<file path="config.mk">
export PLATFORM = sky130hd
export DESIGN_NAME = mac_mem_top
export DESIGN_NICKNAME = d
export VERILOG_FILES = /design/src/mac_mem_pkg.sv /design/src/chipset_mem_req.sv /design/src/mac_mem_top.sv /design/src/mem_loader.sv /design/src/sdram_port_arbiter.sv
export VERILOG_INCLUDE_DIRS = /design/src
export SDC_FILE = /design/constraint.sdc
export NUM_CORES = 1
export LEC_CHECK = 0
export ABC_AREA = 1
export BUFFER_PORTS_ARGS = -buffer_cell sky130_fd_sc_hd__buf_2
export CAP_MARGIN = 20
export CORE_MARGIN = 2
export CORE_UTILIZATION = 40
export DETAILED_ROUTE_END_ITERATION = 10
export GPL_ROUTABILITY_DRIVEN = 0
export PLACE_DENSITY_LB_ADDON = 0.3
export SLEW_MARGIN = 15
export SYNTH_ARGS = -nofsm -noshare
export SYNTH_HDL_FRONTEND = slang
export SYNTH_SLANG_ARGS = --single-unit
</file>
<file path="constraint.sdc">
create_clock -name clk_sys -period 1.55 [get_ports clk_sys]
set_input_delay 0.31 -clock clk_sys [delete_from_list [all_inputs] [get_ports clk_sys]]
set_output_delay 0.31 -clock clk_sys [all_outputs]
set_load 0.01 [all_outputs]
</file>
<file path="src/mac_mem_params.svh">
`ifndef MAC_MEM_PARAMS_SVH
`define MAC_MEM_PARAMS_SVH

// ========================================
// Bus widths
// ========================================

// SDRAM word address, 32 Mword space
`define MAC_SDRAM_ADDR_W 25
// Chipset byte address from the address controller
`define MAC_MEM_ADDR_W 22
// Host download word address (byte address without bit 0)
`define MAC_DIO_ADDR_W 24
// Offset inside the ROM/download area
`define MAC_LOAD_ADDR_W 21
// Data word on every port
`define MAC_DATA_W 16
// Host download index
`define MAC_DL_INDEX_W 8

// ========================================
// Floppy images and memory map
// ========================================

// Image sizes in words, 800K and 400K disks
`define MAC_DSK_DS_WORDS 409600
`define MAC_DSK_SS_WORDS 204800

// Top prefix of ROM and download area, word address 0x200000
`define MAC_IMAGE_BASE 4'b0001

`endif

</file>
<file path="src/mac_mem_pkg.sv">
`include "mac_mem_params.svh"

package mac_mem_pkg;

	// ========================================
	// Memory requests
	// ========================================

	// One word request on the SDRAM port
	typedef struct packed {
		logic [`MAC_SDRAM_ADDR_W-1:0] addr;
		logic [`MAC_DATA_W-1:0]       wdata;
		// Byte enables, [1] upper and [0] lower
		logic [1:0]                   be;
		logic                         we;
		logic                         re;
	} sdram_req_t;

	// Word captured from the host, ready for its bus slot
	typedef struct packed {
		logic [`MAC_LOAD_ADDR_W-1:0] offset;
		// Already byte-swapped
		logic [`MAC_DATA_W-1:0]      data;
		logic                        wr;
	} load_req_t;

	// Chipset request plus what the read path needs
	typedef struct packed {
		sdram_req_t req;
		// Disk-read acknowledge from either drive
		logic       dsk_rd;
		// Chipset address bit 0, odd byte of a disk read
		logic       byte_sel;
	} chip_req_t;

	// Drive flags, index 0 internal and 1 external
	typedef struct packed {
		logic [1:0] inserted;
		logic [1:0] double_sided;
	} floppy_status_t;

	// ========================================
	// Enums
	// ========================================

	// Host word handshake
	typedef enum logic [1:0] {
		LD_IDLE,
		LD_PENDING,
		LD_ARMED
	} load_state_t;

	// Low two bits of the host index
	typedef enum logic [1:0] {
		DL_ROM        = 2'd0,
		DL_FLOPPY_INT = 2'd1,
		DL_FLOPPY_EXT = 2'd2
	} dl_index_t;

endpackage

</file>
<file path="src/chipset_mem_req.sv">
`timescale 1ns/1ps
`include "mac_mem_params.svh"

module chipset_mem_req (
	input  logic                        rom_oe_n,
	input  logic                        ram_oe_n,
	input  logic                        ram_we_n,
	input  logic                        uds_n,
	input  logic                        lds_n,
	input  logic [`MAC_MEM_ADDR_W-1:0]  mem_addr,
	input  logic [`MAC_DATA_W-1:0]      mem_wdata,
	input  logic                        dsk_ack_int,
	input  logic                        dsk_ack_ext,
	input  logic                        model,
	output mac_mem_pkg::chip_req_t      chip
);
	import mac_mem_pkg::*;

	logic       dsk_rd;
	sdram_req_t req;

	// Either drive fetching a byte from its image
	assign dsk_rd = dsk_ack_int || dsk_ack_ext;

	// ========================================
	// Address map
	// ========================================

	always_comb begin
		if (!rom_oe_n) begin
			// ROM in the image area, Plus and SE images side by side
			req.addr = {`MAC_IMAGE_BASE, 2'b00, model, mem_addr[18:1]};
		end else begin
			// RAM at the bottom
			// disk reads go one step up into the extra-ROM area
			req.addr = {3'b000, dsk_rd, mem_addr[21:1]};
		end
	end

	// ========================================
	// Strobes
	// ========================================

	always_comb begin
		req.wdata = mem_wdata;
		// Upper byte on UDS, lower on LDS
		req.be    = {!uds_n, !lds_n};
		req.we    = !ram_we_n;
		// Any read source keeps the SDRAM read path open
		req.re    = !ram_oe_n || !rom_oe_n || dsk_rd;
	end

	// Bit 0 only matters to byte-wide disk reads
	assign chip = '{req: req, dsk_rd: dsk_rd, byte_sel: mem_addr[0]};

endmodule

</file>
<file path="src/mac_mem_top.sv">
`timescale 1ns/1ps
`include "mac_mem_params.svh"

module mac_mem_top (
	input  logic                           clk_sys,
	input  logic                           rst,
	// Host download port
	input  logic                           ioctl_download,
	input  logic [`MAC_DL_INDEX_W-1:0]     ioctl_index,
	input  logic                           ioctl_wr,
	input  logic [`MAC_DIO_ADDR_W:0]       ioctl_addr,
	input  logic [`MAC_DATA_W-1:0]         ioctl_data,
	output logic                           ioctl_wait,
	// Download slot of the bus cycle
	input  logic                           dio_slot,
	// Chipset strobes, active low
	input  logic                           rom_oe_n,
	input  logic                           ram_oe_n,
	input  logic                           ram_we_n,
	input  logic                           uds_n,
	input  logic                           lds_n,
	// Chipset addressing
	input  logic [`MAC_MEM_ADDR_W-1:0]     mem_addr,
	input  logic [`MAC_DATA_W-1:0]         mem_wdata,
	input  logic                           dsk_ack_int,
	input  logic                           dsk_ack_ext,
	input  logic                           model,
	// Floppy
	input  logic [1:0]                     disk_eject,
	output mac_mem_pkg::floppy_status_t    floppy,
	// SDRAM port
	input  logic [`MAC_DATA_W-1:0]         sdram_rdata,
	output mac_mem_pkg::sdram_req_t        sdram,
	// CPU read data
	output logic [`MAC_DATA_W-1:0]         cpu_rdata
);
	import mac_mem_pkg::*;

	load_req_t load;
	chip_req_t chip;

	// Host words and floppy flags
	mem_loader mem_loader_i (
		.clk_sys        (clk_sys),
		.rst            (rst),
		.ioctl_download (ioctl_download),
		.ioctl_index    (ioctl_index),
		.ioctl_wr       (ioctl_wr),
		.ioctl_addr     (ioctl_addr),
		.ioctl_data     (ioctl_data),
		.dio_slot       (dio_slot),
		.disk_eject     (disk_eject),
		.ioctl_wait     (ioctl_wait),
		.load           (load),
		.floppy         (floppy)
	);

	// Chipset side
	chipset_mem_req chipset_mem_req_i (
		.rom_oe_n    (rom_oe_n),
		.ram_oe_n    (ram_oe_n),
		.ram_we_n    (ram_we_n),
		.uds_n       (uds_n),
		.lds_n       (lds_n),
		.mem_addr    (mem_addr),
		.mem_wdata   (mem_wdata),
		.dsk_ack_int (dsk_ack_int),
		.dsk_ack_ext (dsk_ack_ext),
		.model       (model),
		.chip        (chip)
	);

	// Single SDRAM port and CPU read path
	sdram_port_arbiter sdram_port_arbiter_i (
		.ioctl_download (ioctl_download),
		.dio_slot       (dio_slot),
		.load           (load),
		.chip           (chip),
		.sdram_rdata    (sdram_rdata),
		.sdram          (sdram),
		.cpu_rdata      (cpu_rdata)
	);

endmodule

</file>
<file path="src/mem_loader.sv">
`timescale 1ns/1ps
`include "mac_mem_params.svh"

module mem_loader (
	input  logic                           clk_sys,
	input  logic                           rst,
	input  logic                           ioctl_download,
	input  logic [`MAC_DL_INDEX_W-1:0]     ioctl_index,
	input  logic                           ioctl_wr,
	input  logic [`MAC_DIO_ADDR_W:0]       ioctl_addr,
	input  logic [`MAC_DATA_W-1:0]         ioctl_data,
	input  logic                           dio_slot,
	input  logic [1:0]                     disk_eject,
	output logic                           ioctl_wait,
	output mac_mem_pkg::load_req_t         load,
	output mac_mem_pkg::floppy_status_t    floppy
);
	import mac_mem_pkg::*;

	// Host word address and target
	logic [`MAC_DIO_ADDR_W-1:0]  dio_addr;
	dl_index_t                   dl_idx;

	// Captured word
	logic [`MAC_LOAD_ADDR_W-1:0] load_offset;
	logic [`MAC_DATA_W-1:0]      load_data;

	// Handshake
	load_state_t                 state;
	logic                        slot_q;

	// Floppy detection
	logic                        down_q;
	dl_index_t                   index_q;
	logic                        dl_end;
	logic [1:0]                  drive_hit;
	logic                        is_ds;
	logic                        is_ss;
	logic [1:0]                  ins_q;
	logic [1:0]                  ds_q;

	assign dio_addr = ioctl_addr[`MAC_DIO_ADDR_W:1];
	assign dl_idx   = dl_index_t'(ioctl_index[1:0]);

	// ========================================
	// Word capture
	// ========================================

	always_ff @(posedge clk_sys) begin
		if (ioctl_wr) begin
			// Host sends little-endian words, the 68000 wants big-endian
			load_data <= {ioctl_data[7:0], ioctl_data[15:8]};
			// ROM halves sit below the two floppy areas
			if (dl_idx == DL_ROM) begin
				load_offset <= {2'b00, ioctl_index[6], dio_addr[17:0]};
			end else begin
				load_offset <= {ioctl_index[1:0], dio_addr[18:0]};
			end
		end
	end

	// ========================================
	// Wait handshake
	// ========================================

	// PENDING until a low slot arms the strobe
	// ARMED through the next high slot, released when it falls
	always_ff @(posedge clk_sys) begin
		if (rst) begin
			state  <= LD_IDLE;
			slot_q <= 1'b0;
		end else begin
			slot_q <= dio_slot;
			case (state)
				LD_IDLE: begin
					if (ioctl_wr) begin
						state <= LD_PENDING;
					end
				end
				LD_PENDING: begin
					if (!dio_slot) begin
						state <= LD_ARMED;
					end
				end
				LD_ARMED: begin
					// Slot just ended, so the word has been written
					if (slot_q && !dio_slot) begin
						state <= LD_IDLE;
					end
				end
				default: begin
					state <= LD_IDLE;
				end
			endcase
		end
	end

	assign ioctl_wait = (state != LD_IDLE);
	assign load       = '{offset: load_offset, data: load_data, wr: (state == LD_ARMED)};

	// ========================================
	// Floppy image detection
	// ========================================

	// Download end, final word address gives the image size
	assign dl_end    = down_q && !ioctl_download;
	assign drive_hit = {index_q == DL_FLOPPY_EXT, index_q == DL_FLOPPY_INT};
	assign is_ds     = (dio_addr == `MAC_DSK_DS_WORDS);
	assign is_ss     = (dio_addr == `MAC_DSK_SS_WORDS);

	always_ff @(posedge clk_sys) begin
		if (rst) begin
			down_q  <= 1'b0;
			index_q <= DL_ROM;
			ins_q   <= '0;
			ds_q    <= '0;
		end else begin
			down_q  <= ioctl_download;
			index_q <= dl_idx;
			for (int d = 0; d < 2; d++) begin
				// Eject beats a download ending on the same edge
				if (disk_eject[d]) begin
					ins_q[d] <= 1'b0;
					ds_q[d]  <= 1'b0;
				end else if (dl_end && drive_hit[d]) begin
					ds_q[d]  <= is_ds;
					ins_q[d] <= is_ds || is_ss;
				end
			end
		end
	end

	assign floppy = '{inserted: ins_q, double_sided: ds_q};

endmodule

</file>
<file path="src/sdram_port_arbiter.sv">
`timescale 1ns/1ps
`include "mac_mem_params.svh"

module sdram_port_arbiter (
	input  logic                        ioctl_download,
	input  logic                        dio_slot,
	input  mac_mem_pkg::load_req_t      load,
	input  mac_mem_pkg::chip_req_t      chip,
	input  logic [`MAC_DATA_W-1:0]      sdram_rdata,
	output mac_mem_pkg::sdram_req_t     sdram,
	output logic [`MAC_DATA_W-1:0]      cpu_rdata
);
	import mac_mem_pkg::*;

	logic                   dl_cycle;
	sdram_req_t             dl_req;
	logic [`MAC_DATA_W-1:0] dsk_data;

	// Loader owns the port only in the download slot of a download
	assign dl_cycle = ioctl_download && dio_slot;

	// ========================================
	// Request select
	// ========================================

	always_comb begin
		// Loader offset sits under the image base
		dl_req.addr  = {`MAC_IMAGE_BASE, load.offset};
		dl_req.wdata = load.data;
		// Full words only
		dl_req.be    = 2'b11;
		dl_req.we    = load.wr;
		dl_req.re    = 1'b0;
	end

	assign sdram = dl_cycle ? dl_req : chip.req;

	// ========================================
	// Read data steering
	// ========================================

	// Disk image is byte-wide
	// odd address takes the low byte, even the high byte
	always_comb begin
		if (chip.byte_sel) begin
			dsk_data = {sdram_rdata[7:0], sdram_rdata[7:0]};
		end else begin
			dsk_data = {sdram_rdata[15:8], sdram_rdata[15:8]};
		end
	end

	always_comb begin
		if (dl_cycle) begin
			// All ones during download, screen stays black
			cpu_rdata = '1;
		end else if (chip.dsk_rd) begin
			cpu_rdata = dsk_data;
		end else begin
			cpu_rdata = sdram_rdata;
		end
	end

endmodule

</file>
# Word level (Yosys, flattened, before mapping)
# Index checks and enable logic that the tools add are counted.
# Widths: inputs -> output; s select.
# totals
reg_bits	47
# op_classes
eq_ne	9
mux	10
reduce_logical	22
# ops
cell	count
$mux 16	3
$mux 42	1
$eq 24x18->1 const B	1
$eq 24x19->1 const B	1
$mux 22	1
$mux 19	1
$logic_not 1->1	7
$mux 2	3
$ne 2x2->1 const B	3
$pmux 2 s3	1
$logic_and 1x1->1	5
$eq 2x1->1 const B	2
$eq 2x2->1 const B	2
$logic_not 2->1	2
$logic_or 1x1->1	4
$reduce_or 2->1	2
$reduce_and 3->1	1
$reduce_bool 2->1	1

# Logic depth before layout (Yosys ltp)
# Gate-level depths: netlist of run 1.
# logic_depth
ltp_word	4
mapped_depth	7
ltp_nobuf	7

# Modules after synthesis
# From an unflattened synthesis of run 1, not the netlist that was laid out.
# unflattened
hier_cells	424
area_unflattened_um2	2989.1
# by_module_without_submodules
module	n_inst	cells_each	area_per_inst_um2	seq_area_each_um2
mem_loader	1	138	1679.1	1311.3
sdram_port_arbiter	1	229	949.7	0.0
chipset_mem_req	1	57	360.3	0.0

# Worst setup path before layout of run 1
# Ideal clock, no wire load.
# synth_path
path_type	input -> output
startpoint	input port ioctl_download
endpoint	output port sdram[0] in the netlist's numbering
arrival_ns	0.929
required_time_ns	1.240
path_slack_ns	0.311
cell_stages	5
path_buffers	2
cell_sequence	nand2_2 -> inv_2 -> buf_6 -> buf_6 -> a31oi_1
# synth_lines
item	line_no	source
start, declared	mac_mem_top.sv:8	input logic ioctl_download,
end, declared	mac_mem_top.sv:33	output mac_mem_pkg::sdram_req_t sdram,

# Worst setup path after layout of run 1
# layout_path
startpoint	input port dsk_ack_ext
endpoint	output port cpu_rdata[9]
# layout_between
elab_chain_len	3
# layout_lines
item	line_no	source
start, declared	mac_mem_top.sv:26	input logic dsk_ack_ext,
$logic_or 1x1->1	chipset_mem_req.sv:23	assign dsk_rd = dsk_ack_int || dsk_ack_ext;
$mux 16	sdram_port_arbiter.sv:56	end else if (chip.dsk_rd) begin
$mux 16	sdram_port_arbiter.sv:53	if (dl_cycle) begin
end, declared	mac_mem_top.sv:35	output logic [`MAC_DATA_W-1:0] cpu_rdata
# No other way between the ends.

==> results.cfg, run 1 <==
[run_status]
status = complete, no violations

[clock_tree]
cts_tree = built
clock_latency_ns = 0.29
path_clk_slew_ns = 0.09
cts_hold_buf = 0
ctsLongestPathBuffers = 2
postCtsSetupBuffers = 0
cts_buffers = 5
post_cts_resized = 0
cts.sinks = 47
cts_max_level = 2
cts_root_buffer = clkbuf_8

[floorplanning]
fp.dieH_um = 84.2
ios = 184
die_area_sq_um = 7090
fp.coreArea_sq_um = 6280
die_w_um = 84.2
start_util_pct = 41.0
rows = 29

[worst_setup_path]
slowest_delay_ns = 0.19
path_cells = buf_2 -> nor2_2 -> inv_2 -> a21oi_2 -> o21ai_1 -> buf_2
path_class = input pin to output pin
r2r_cells = 4
crit_required_ns = 1.24
critPathBufInv = 3
cp-start-kind = input pin
cp.arrival_ns = 1.15
cp_common_cell = buf_2
slowest_stage = a21oi_2
r2r_end = mem_loader_i.ds_q[1]
r2r_start = mem_loader_i.down_q
crit_family = buffers and inverters
cp-end-kind = output pin
worstPathMaxFanout = 16
r2r_slack_ns = 0.62

[synth]
synth_top_family_by_area = simple AND/OR/NAND/NOR gates
synthMuxAreaShare_pct = 0
avgSynthCellArea_sq_um = 7.68
synth-xor-area-share_pct = 0
synth_simple_gate_area_share_pct = 28.6
syn-cell-area_sq_um = 2570
ys_seq_area_share_pct = 51.0
synth-compound-area-share_pct = 9.98
synth_fa_ha_area_share_pct = 0
synth_seq_cells = 47
synth_cells = 335
ys.warnings.count = 0
ys_types = 22

[min_path]
whs_endpoint = mem_loader_i.load_data[3]
hold_start = ioctl_data[11]
hp-class = input pin to register
whs_path_depth = 1

[grt]
grt_max_degree = 39
overflow = 0
grt_pass1_wl_um = 10200
grt_pass1_vias = 2451
antenna_found_initial = 0
track_usage_pct = 17.5

[detailed_routing]
drt_iter0_markers = 89
viasPerCell = 4.42
postRouteAntennaNets = 0
routedWlPerCell_um = 10.7
drc = 0
wl_um = 6280
dr.pass1.iters = 4
vias = 2585

[placement]
port_buffers = 174
place_ws_ns = 0.0856
dp_hpwl_um = 5060

[finish]
utilization_pct = 57.8
drive_gt1_share_pct = 41.3
syn_to_final_growth_pct = 41.2
fin_nets = 625
antennaDiodeCount = 0

[power_and_ir_drop]
max-vdd-ir-drop_v = 0.000671
pwr_density_cell_nw_per_um2 = 826
p_leak_nw = 1.99

[timing]
setup_viol = 0
period_needed_ns = 1.46
fin_tns_setup_ns = 0
finalCritPeriodShare_pct = 93.9
skew_ns = 0.00452
fmax_ghz = 0.687
slew_violations = 0
fin_ws_ns = 0.0944
finalHoldViolCount = 0
rsz0062_at_grt = false

[run]
cap_violations = 0
## logic make-up (layout without fill, tap and decap cells)
logic type,Yosys count,count (layout)
AND/OR/NAND/NOR,191,191
buffers and inverters,57,228
flip-flops,47,47
AO/OA/AOI/OAI,39,39
other,1,3
## state kept, by name, summed over array words and instances (netlist names)
signal,cells
mem_loader_i.ds_q,2
mem_loader_i.down_q,1
mem_loader_i.ins_q,2
mem_loader_i.state,2
mem_loader_i.load_offset,21
mem_loader_i.index_q,2
mem_loader_i.load_data,16
mem_loader_i.slot_q,1
## power by group
group	internal, mW	switching [mW]
Combinational	0.303	0.366
Clock	0.457	0.392
Sequential	1.45	0.0248
Total	2.22	0.782
## worst reg2reg max path, stage by stage, from the launching register on
cell and delay [ns]:
dfxtp_1 0.32, nand2_1 0.08, nor2_1 0.22, o21ai_0 0.12, a21oi_1 0.13
## final cells by class
cell class / instances / area, sq um
multi-input cells: 233 / 1000
repair buffers: 181 / 961
well taps: 77 / 96.3
clock buffers: 7 / 108
inverters: 39 / 146
fillers: 591 / 2650
flip-flops and latches: 47 / 1310
clock inverters: 1 / 5.00
## cell usage in the layout (no fill, tap or decap), types with 2 or more instances in the layout
cell type,count
a21oi_2,8
o21ai_1,8
o21ai_0,9
dfxtp_1,10
edfxtp_1,37
clkbuf_8,6
inv_2,2
o21ai_2,8
buf_2,174
inv_1,37
buf_12,3
nor2_1,21
buf_4,4
nand2_1,163
conb_1,3
a21oi_1,5
nand3_1,3
## worst max-delay path by stage
stage          slack (ns)  depth (start not counted)           start            to
5_1_grt             0.003                          6     dsk_ack_ext  cpu_rdata[9]
6_report             0.09                          6     dsk_ack_ext  cpu_rdata[9]
2_1_floorplan        0.31                          5  ioctl_download      sdram[0]
4_1_cts              0.08                          6     dsk_ack_ext  cpu_rdata[9]
3_5_place_dp         0.09                          6     dsk_ack_ext  cpu_rdata[9]
3_3_place_gp         0.10                          6     dsk_ack_ext  cpu_rdata[9]
## synth_stat cells, drive strengths merged
cell type | count | area [sq um]
nor3 | 1 | 10.0
buf | 13 | 100
inv | 39 | 146
conb | 1 | 3.75
a21oi | 13 | 95.1
nand3 | 3 | 15.0
o21ai | 25 | 155
edfxtp | 37 | 1110
nand2 | 164 | 618
clkbuf | 5 | 18.8
dfxtp | 10 | 200
nor2 | 22 | 85.1
a31oi | 1 | 6.26
and2 | 1 | 6.26
## stage by stage
stage	hold slack [ns]	cell area, sq um	cells	power, mW
after floorplan	0.409	2580	337	1.84
after global placement	0.486	3520	577	2.17
after detailed placement	0.488	3520	577	2.19
after CTS	0.177	3630	585	3.03
after global routing	0.173	3630	585	3.17
final	0.189	3630	585	3.00
## layer usage
metal / track usage [%] / routed length, um / share of wire, %
met5: 0 / 0 / 0
met4: 3.96 / 46 / 0.73
met3: 4.33 / 581 / 9.3
met2: 33.5 / 3230 / 51
met1: 19.3 / 2420 / 39
(Power assumes the default switching activity.)
==> inputs of run 2 (changes only) <==
GPL_TIMING_DRIVEN = 0   (was unset)
==> results.cfg, run 2 (synthesis gave the netlist of run 1 again) <==
[clock_tree]
cts.sinks = 47
cts_root_buffer = clkbuf_8
ctsLongestPathBuffers = 2
cts_tree = built
cts_max_level = 2
postCtsSetupBuffers = 0
cts_buffers = 5
path_clk_slew_ns = 0.08
clock_latency_ns = 0.29
cts_hold_buf = 0

[timing]
rsz0062_at_grt = false
whs_ns = 0.192
finalHoldViolCount = 0
max_slew_margin_pct = 42.9
fmax_ghz = 0.676
period_needed_ns = 1.48
setup_viol = 0
slew_violations = 0
fin_tns_setup_ns = 0
tightest_slew_ns = 0.856
skew_ns = 0.000382
finalCritPeriodShare_pct = 95.5

[placement]
dp_cells = 587
dpl_cell_area_sq_um = 3540
dp_hpwl_um = 5340
port_buffers = 173

[floorplanning]
ios = 184
fp.coreArea_sq_um = 6280
die_w_um = 84.2
start_util_pct = 41.0
rows = 29
die_area_sq_um = 7090
fp.dieH_um = 84.2

[run]
cap_violations = 0

[worst_setup_path]
path_class = input pin to output pin
cp-start-kind = input pin
worstPathMaxFanout = 10
crit_required_ns = 1.24
cp-end-kind = output pin
cp.arrival_ns = 1.17

[finish]
final_cell_mix = buf_2 (177), nand2_1 (163), inv_1 (37), edfxtp_1 (37), nor2_1 (20)
largest-register = mem_loader_i.load_offset
fin_nets = 634
largestRegisters = mem_loader_i.load_offset: 21 flops, mem_loader_i.load_data: 16 flops
final_area_sq_um = 3690
syn_to_final_growth_pct = 43.4
drive_gt1_share_pct = 41.8
largest_reg_flops = 21
layout_commonest_cell = buf_2
stdcell_count = 594
antennaDiodeCount = 0

[grt]
grt_max_degree = 39
grt_pass1_vias = 2494
busiest_layer = met2
overflow = 0
grt_pass1_wl_um = 10600
met2_usage_pct = 34.3
track_usage_pct = 18.2
grt_use_met1_pct = 20.5
use_met3_pct = 4.23
antenna_found_initial = 0

[run_status]
status = complete, no violations

[detailed_routing]
viasPerCell = 4.46
postRouteAntennaNets = 0
drc = 0
vias = 2650
drt_iter0_markers = 81
routedWlPerCell_um = 11.1
dr.pass1.iters = 4
wl_um = 6580

[power_and_ir_drop]
max-vdd-ir-drop_v = 0.000617
pwr_density_cell_nw_per_um2 = 866
p_leak_nw = 2.03
p_total_mw = 3.19

[min_path]
hp-class = input pin to register
-- run 2: stage by stage --
step | worst slack, ns | utilization [%]
final | 0.0700 | 58.7
after global routing | 0.00705 | 58.7
after CTS | 0.00695 | 58.5
after detailed placement | -0.0609 | 56.4
after global placement | -0.0200 | 56.4
after floorplan | 0.311 | -
-- run 2: area by class of cell --
class | instances | area (sq um)
buffer | 17 | 120
clock buffer | 6 | 72.6
clock inverter | 2 | 60.1
fill | 605 | 2590
inverter | 39 | 151
multi-input combinational | 233 | 1010
sequential | 47 | 1310
tap | 77 | 96.3
timing repair buffer | 173 | 866
-- run 2: path summary, 6_finish.rpt --
check / startpoint / end / slack [ns] / depth (start not counted)
worst min register to register: mem_loader_i.slot_q / mem_loader_i.state[1] / 0.52 / 3
worst max-delay path: ioctl_download / sdram[0] / 0.07 / 7
worst min-delay path: ioctl_data[0] / mem_loader_i.load_data[8] / 0.19 / 1
worst max register to register: mem_loader_i.index_q[0] / mem_loader_i.ds_q[0] / 0.64 / 4
-- run 2: power by group --
part | switching [mW] | internal (mW) | leakage (nW)
sequential | 0.0250 | 1.46 | 0.444
combinational | 0.377 | 0.306 | 1.52
clock | 0.384 | 0.644 | 0.0654
total | 0.786 | 2.41 | 2.03
-- run 2: worst max-delay path, cell delays in order --
cell,delay (ns)
buf_2,0.11
nand2_2,0.13
inv_4,0.06
buf_8,0.15
buf_6,0.14
a31oi_1,0.12
buf_2,0.14
-- run 2: routing by layer --
metal  vias up  part of all wire (%)
met2       127                    50
met5         -                     0
met3         8                   9.2
met4         0                   1.5
met1      1121                    39
li1       1394                     -
-- run 2: what timing repair did --
item	CTS	global route
endpoints found under the setup margin	18	18
pin swaps	0	0
gates resized for setup	1	7
==> inputs of run 3 (changes only) <==
CORE_MARGIN = 5   (was 2)
CTS_CLUSTER_SIZE = 12   (was unset)
SYNTH_HIERARCHICAL = 1   (was unset)
==> results.cfg, run 3 <==
[grt]
grt_max_degree = 39
grt_pass1_wl_um = 11400
overflow = 0
antenna_found_initial = 0
grt_pass1_vias = 2702
track_usage_pct = 15.6

[synth]
yosys-top-cells-count = nand2_1 (181), inv_1 (57), nor2_1 (56)
syn-cell-area_sq_um = 2990
ys_seq_area_share_pct = 43.9
synth_most_common_cell = nand2_1
yosys_most_used_dff = edfxtp_1
synth_seq_cells = 47
yosysTopAreaCell = edfxtp_1
async_flop_share_pct = 0
avgSynthCellArea_sq_um = 7.05
synth_area_leaders = edfxtp_1 (37%), nand2_1 (23%), buf_4 (11%)
ys.warnings.count = 6
synth_cells = 424
synth_edf_count = 37
ys_types = 21
synth.top_cell.area_share_pct = 37.2

[clock_tree]
cts_max_level = 2
ctsLongestPathBuffers = 2
path_clk_slew_ns = 0.09
cts_root_buffer = clkbuf_8
clock_latency_ns = 0.30
cts_hold_buf = 0
cts_buffers = 5
cts_tree = built
cts.sinks = 47

[timing]
period_needed_ns = 1.45
tightest_slew_ns = 0.851
setup_viol = 0
finalHoldViolCount = 0
slew_violations = 0
skew_ns = 0.00667
fmax_ghz = 0.688
fin_tns_setup_ns = 0
finalCritPeriodShare_pct = 93.7
fin_ws_ns = 0.0972
rsz0062_at_grt = false
max_slew_margin_pct = 43.2

[detailed_routing]
wl_um = 7710
vias = 2880
dr.pass1.iters = 4
viasPerCell = 4.29
drt_iter0_markers = 65
routedWlPerCell_um = 11.5
postRouteAntennaNets = 0
drc = 0

[floorplanning]
rows = 31
die_w_um = 96.4
ios = 184
fp.dieH_um = 96.4
die_area_sq_um = 9300
fp.coreArea_sq_um = 7250
start_util_pct = 41.2

[placement]
dp_hpwl_um = 6340
place_ws_ns = -0.0601
dpl_cell_area_sq_um = 3810
port_buffers = 138
dp_cells = 663

[run]
cap_violations = 0

[finish]
stdcell_count = 671
final_area_sq_um = 3950
layout_commonest_cell = nand2_1
largest_reg_flops = 21
fin_nets = 689
final_cell_mix = nand2_1 (181), buf_2 (141), inv_1 (56)
seqCellArea_sq_um = 1310
syn_to_final_growth_pct = 32.0
largestRegisters = mem_loader_i/load_offset: 21 flops, mem_loader_i/load_data: 16 flops
multiInputGateArea_sq_um = 1060
fillCellCount = 718
drive_gt1_share_pct = 36.9
utilization_pct = 54.4
antennaDiodeCount = 0
largest-register = mem_loader_i/load_offset

[worst_setup_path]
cp_common_cell = nand2_1
crit_family = buffers and inverters
cp-start-kind = input pin
cp-end-kind = output pin
slowest_stage = inv_1
slowest_delay_ns = 0.20
worstPathMaxFanout = 9
critPathBufInv = 4
path_cells = buf_4 -> buf_6 -> inv_1 -> nand2_1 -> nand3_1 -> nand2_1 -> buf_2
cp.arrival_ns = 1.14
crit_required_ns = 1.24
path_class = input pin to output pin

[power_and_ir_drop]
max-vdd-ir-drop_v = 0.000512
p_leak_nw = 2.25
pwr_density_cell_nw_per_um2 = 777

[min_path]
hp-class = input pin to register

[run_status]
status = complete, no violations
==> run 3: cell count changes in the layout (fill, tap and decap cells not counted), sizes merged, moves of 2 or more <==
cell / before / now
nand3: 3 / 8
clkbuf: 11 / 9
bufinv: 2 / 0
nand2: 164 / 182
nor2: 22 / 57
o21ai: 25 / 6
buf: 185 / 190
inv: 39 / 59
or2: 0 / 3
a21oi: 13 / 5
==> run 3: worst reg2reg max path: stages (launching register included) <==
cell,delay [ns]
dfxtp_1,0.31
inv_1,0.07
nand2_1,0.05
nor2_1,0.21
o21ai_0,0.12
a21oi_1,0.11
==> run 3: power by group <==
part	switching (mW)	internal (mW)	leakage (nW)
combinational	0.395	0.344	1.75
clock	0.424	0.424	0.0569
sequential	0.0244	1.46	0.444
total	0.843	2.22	2.25
==> run 3: final cells by class <==
class / instances / area share [%]
Timing Repair Buffer: 139 / 17.7
Sequential cell: 47 / 33.2
Clock inverter: 2 / 0.444
Clock buffer: 6 / 2.38
Buffer: 54 / 10.6
Tap cell: 99 / 3.14
Multi-Input combinational cell: 266 / 26.9
Inverter: 58 / 5.58
==> run 3: worst paths after layout <==
| check | start | end | slack (ns) | cells after the start |
|---|---|---|---|---|
| worst max-delay path | mem_addr[0] | cpu_rdata[11] | 0.1 | 7 |
| worst min-delay path | ioctl_data[3] | mem_loader_i/load_data[11] | 0.18 | 1 |
| worst max register to register | mem_loader_i/index_q[0] | mem_loader_i/ins_q[1] | 0.63 | 5 |
| worst min register to register | mem_loader_i/slot_q | mem_loader_i/state[1] | 0.53 | 3 |
==> run 3: what timing repair did <==
| action | 4_1_cts | 5_1_grt |
|---|---|---|
| pin swaps | 0 | 1 |
| buffers inserted | 0 | 1 |
| endpoints found under the setup margin | 15 | 16 |
| gates resized for setup | 2 | 7 |
==> run 3: stage by stage <==
| stage | total power [mW] | hold WS [ns] |
|---|---|---|
| after floorplan | 1.93 | 0.409 |
| after global placement | 2.23 | 0.485 |
| after detailed placement | 2.25 | 0.488 |
| after CTS | 3.10 | 0.172 |
| after global routing | 3.24 | 0.162 |
| final | 3.07 | 0.184 |
==> run 3: layer usage <==
layer	GRT usage [%]	wire length [um]	vias to the layer above
li1	-	-	1515
met1	17.7	3010	1237
met2	29.5	3960	115
met3	2.87	627	13
met4	4.56	113	0
met5	0	0	-
==> run 3: cell families (layout without fill, tap and decap cells) <==
family | Yosys count | count (layout) | share of synthesized area [%]
AO/OA/AOI/OAI | 11 | 11 | 1.84
buffers and inverters | 113 | 259 | 21.5
flip-flops | 47 | 47 | 43.9
other | 1 | 3 | 0.125
AND/OR/NAND/NOR | 252 | 252 | 32.7
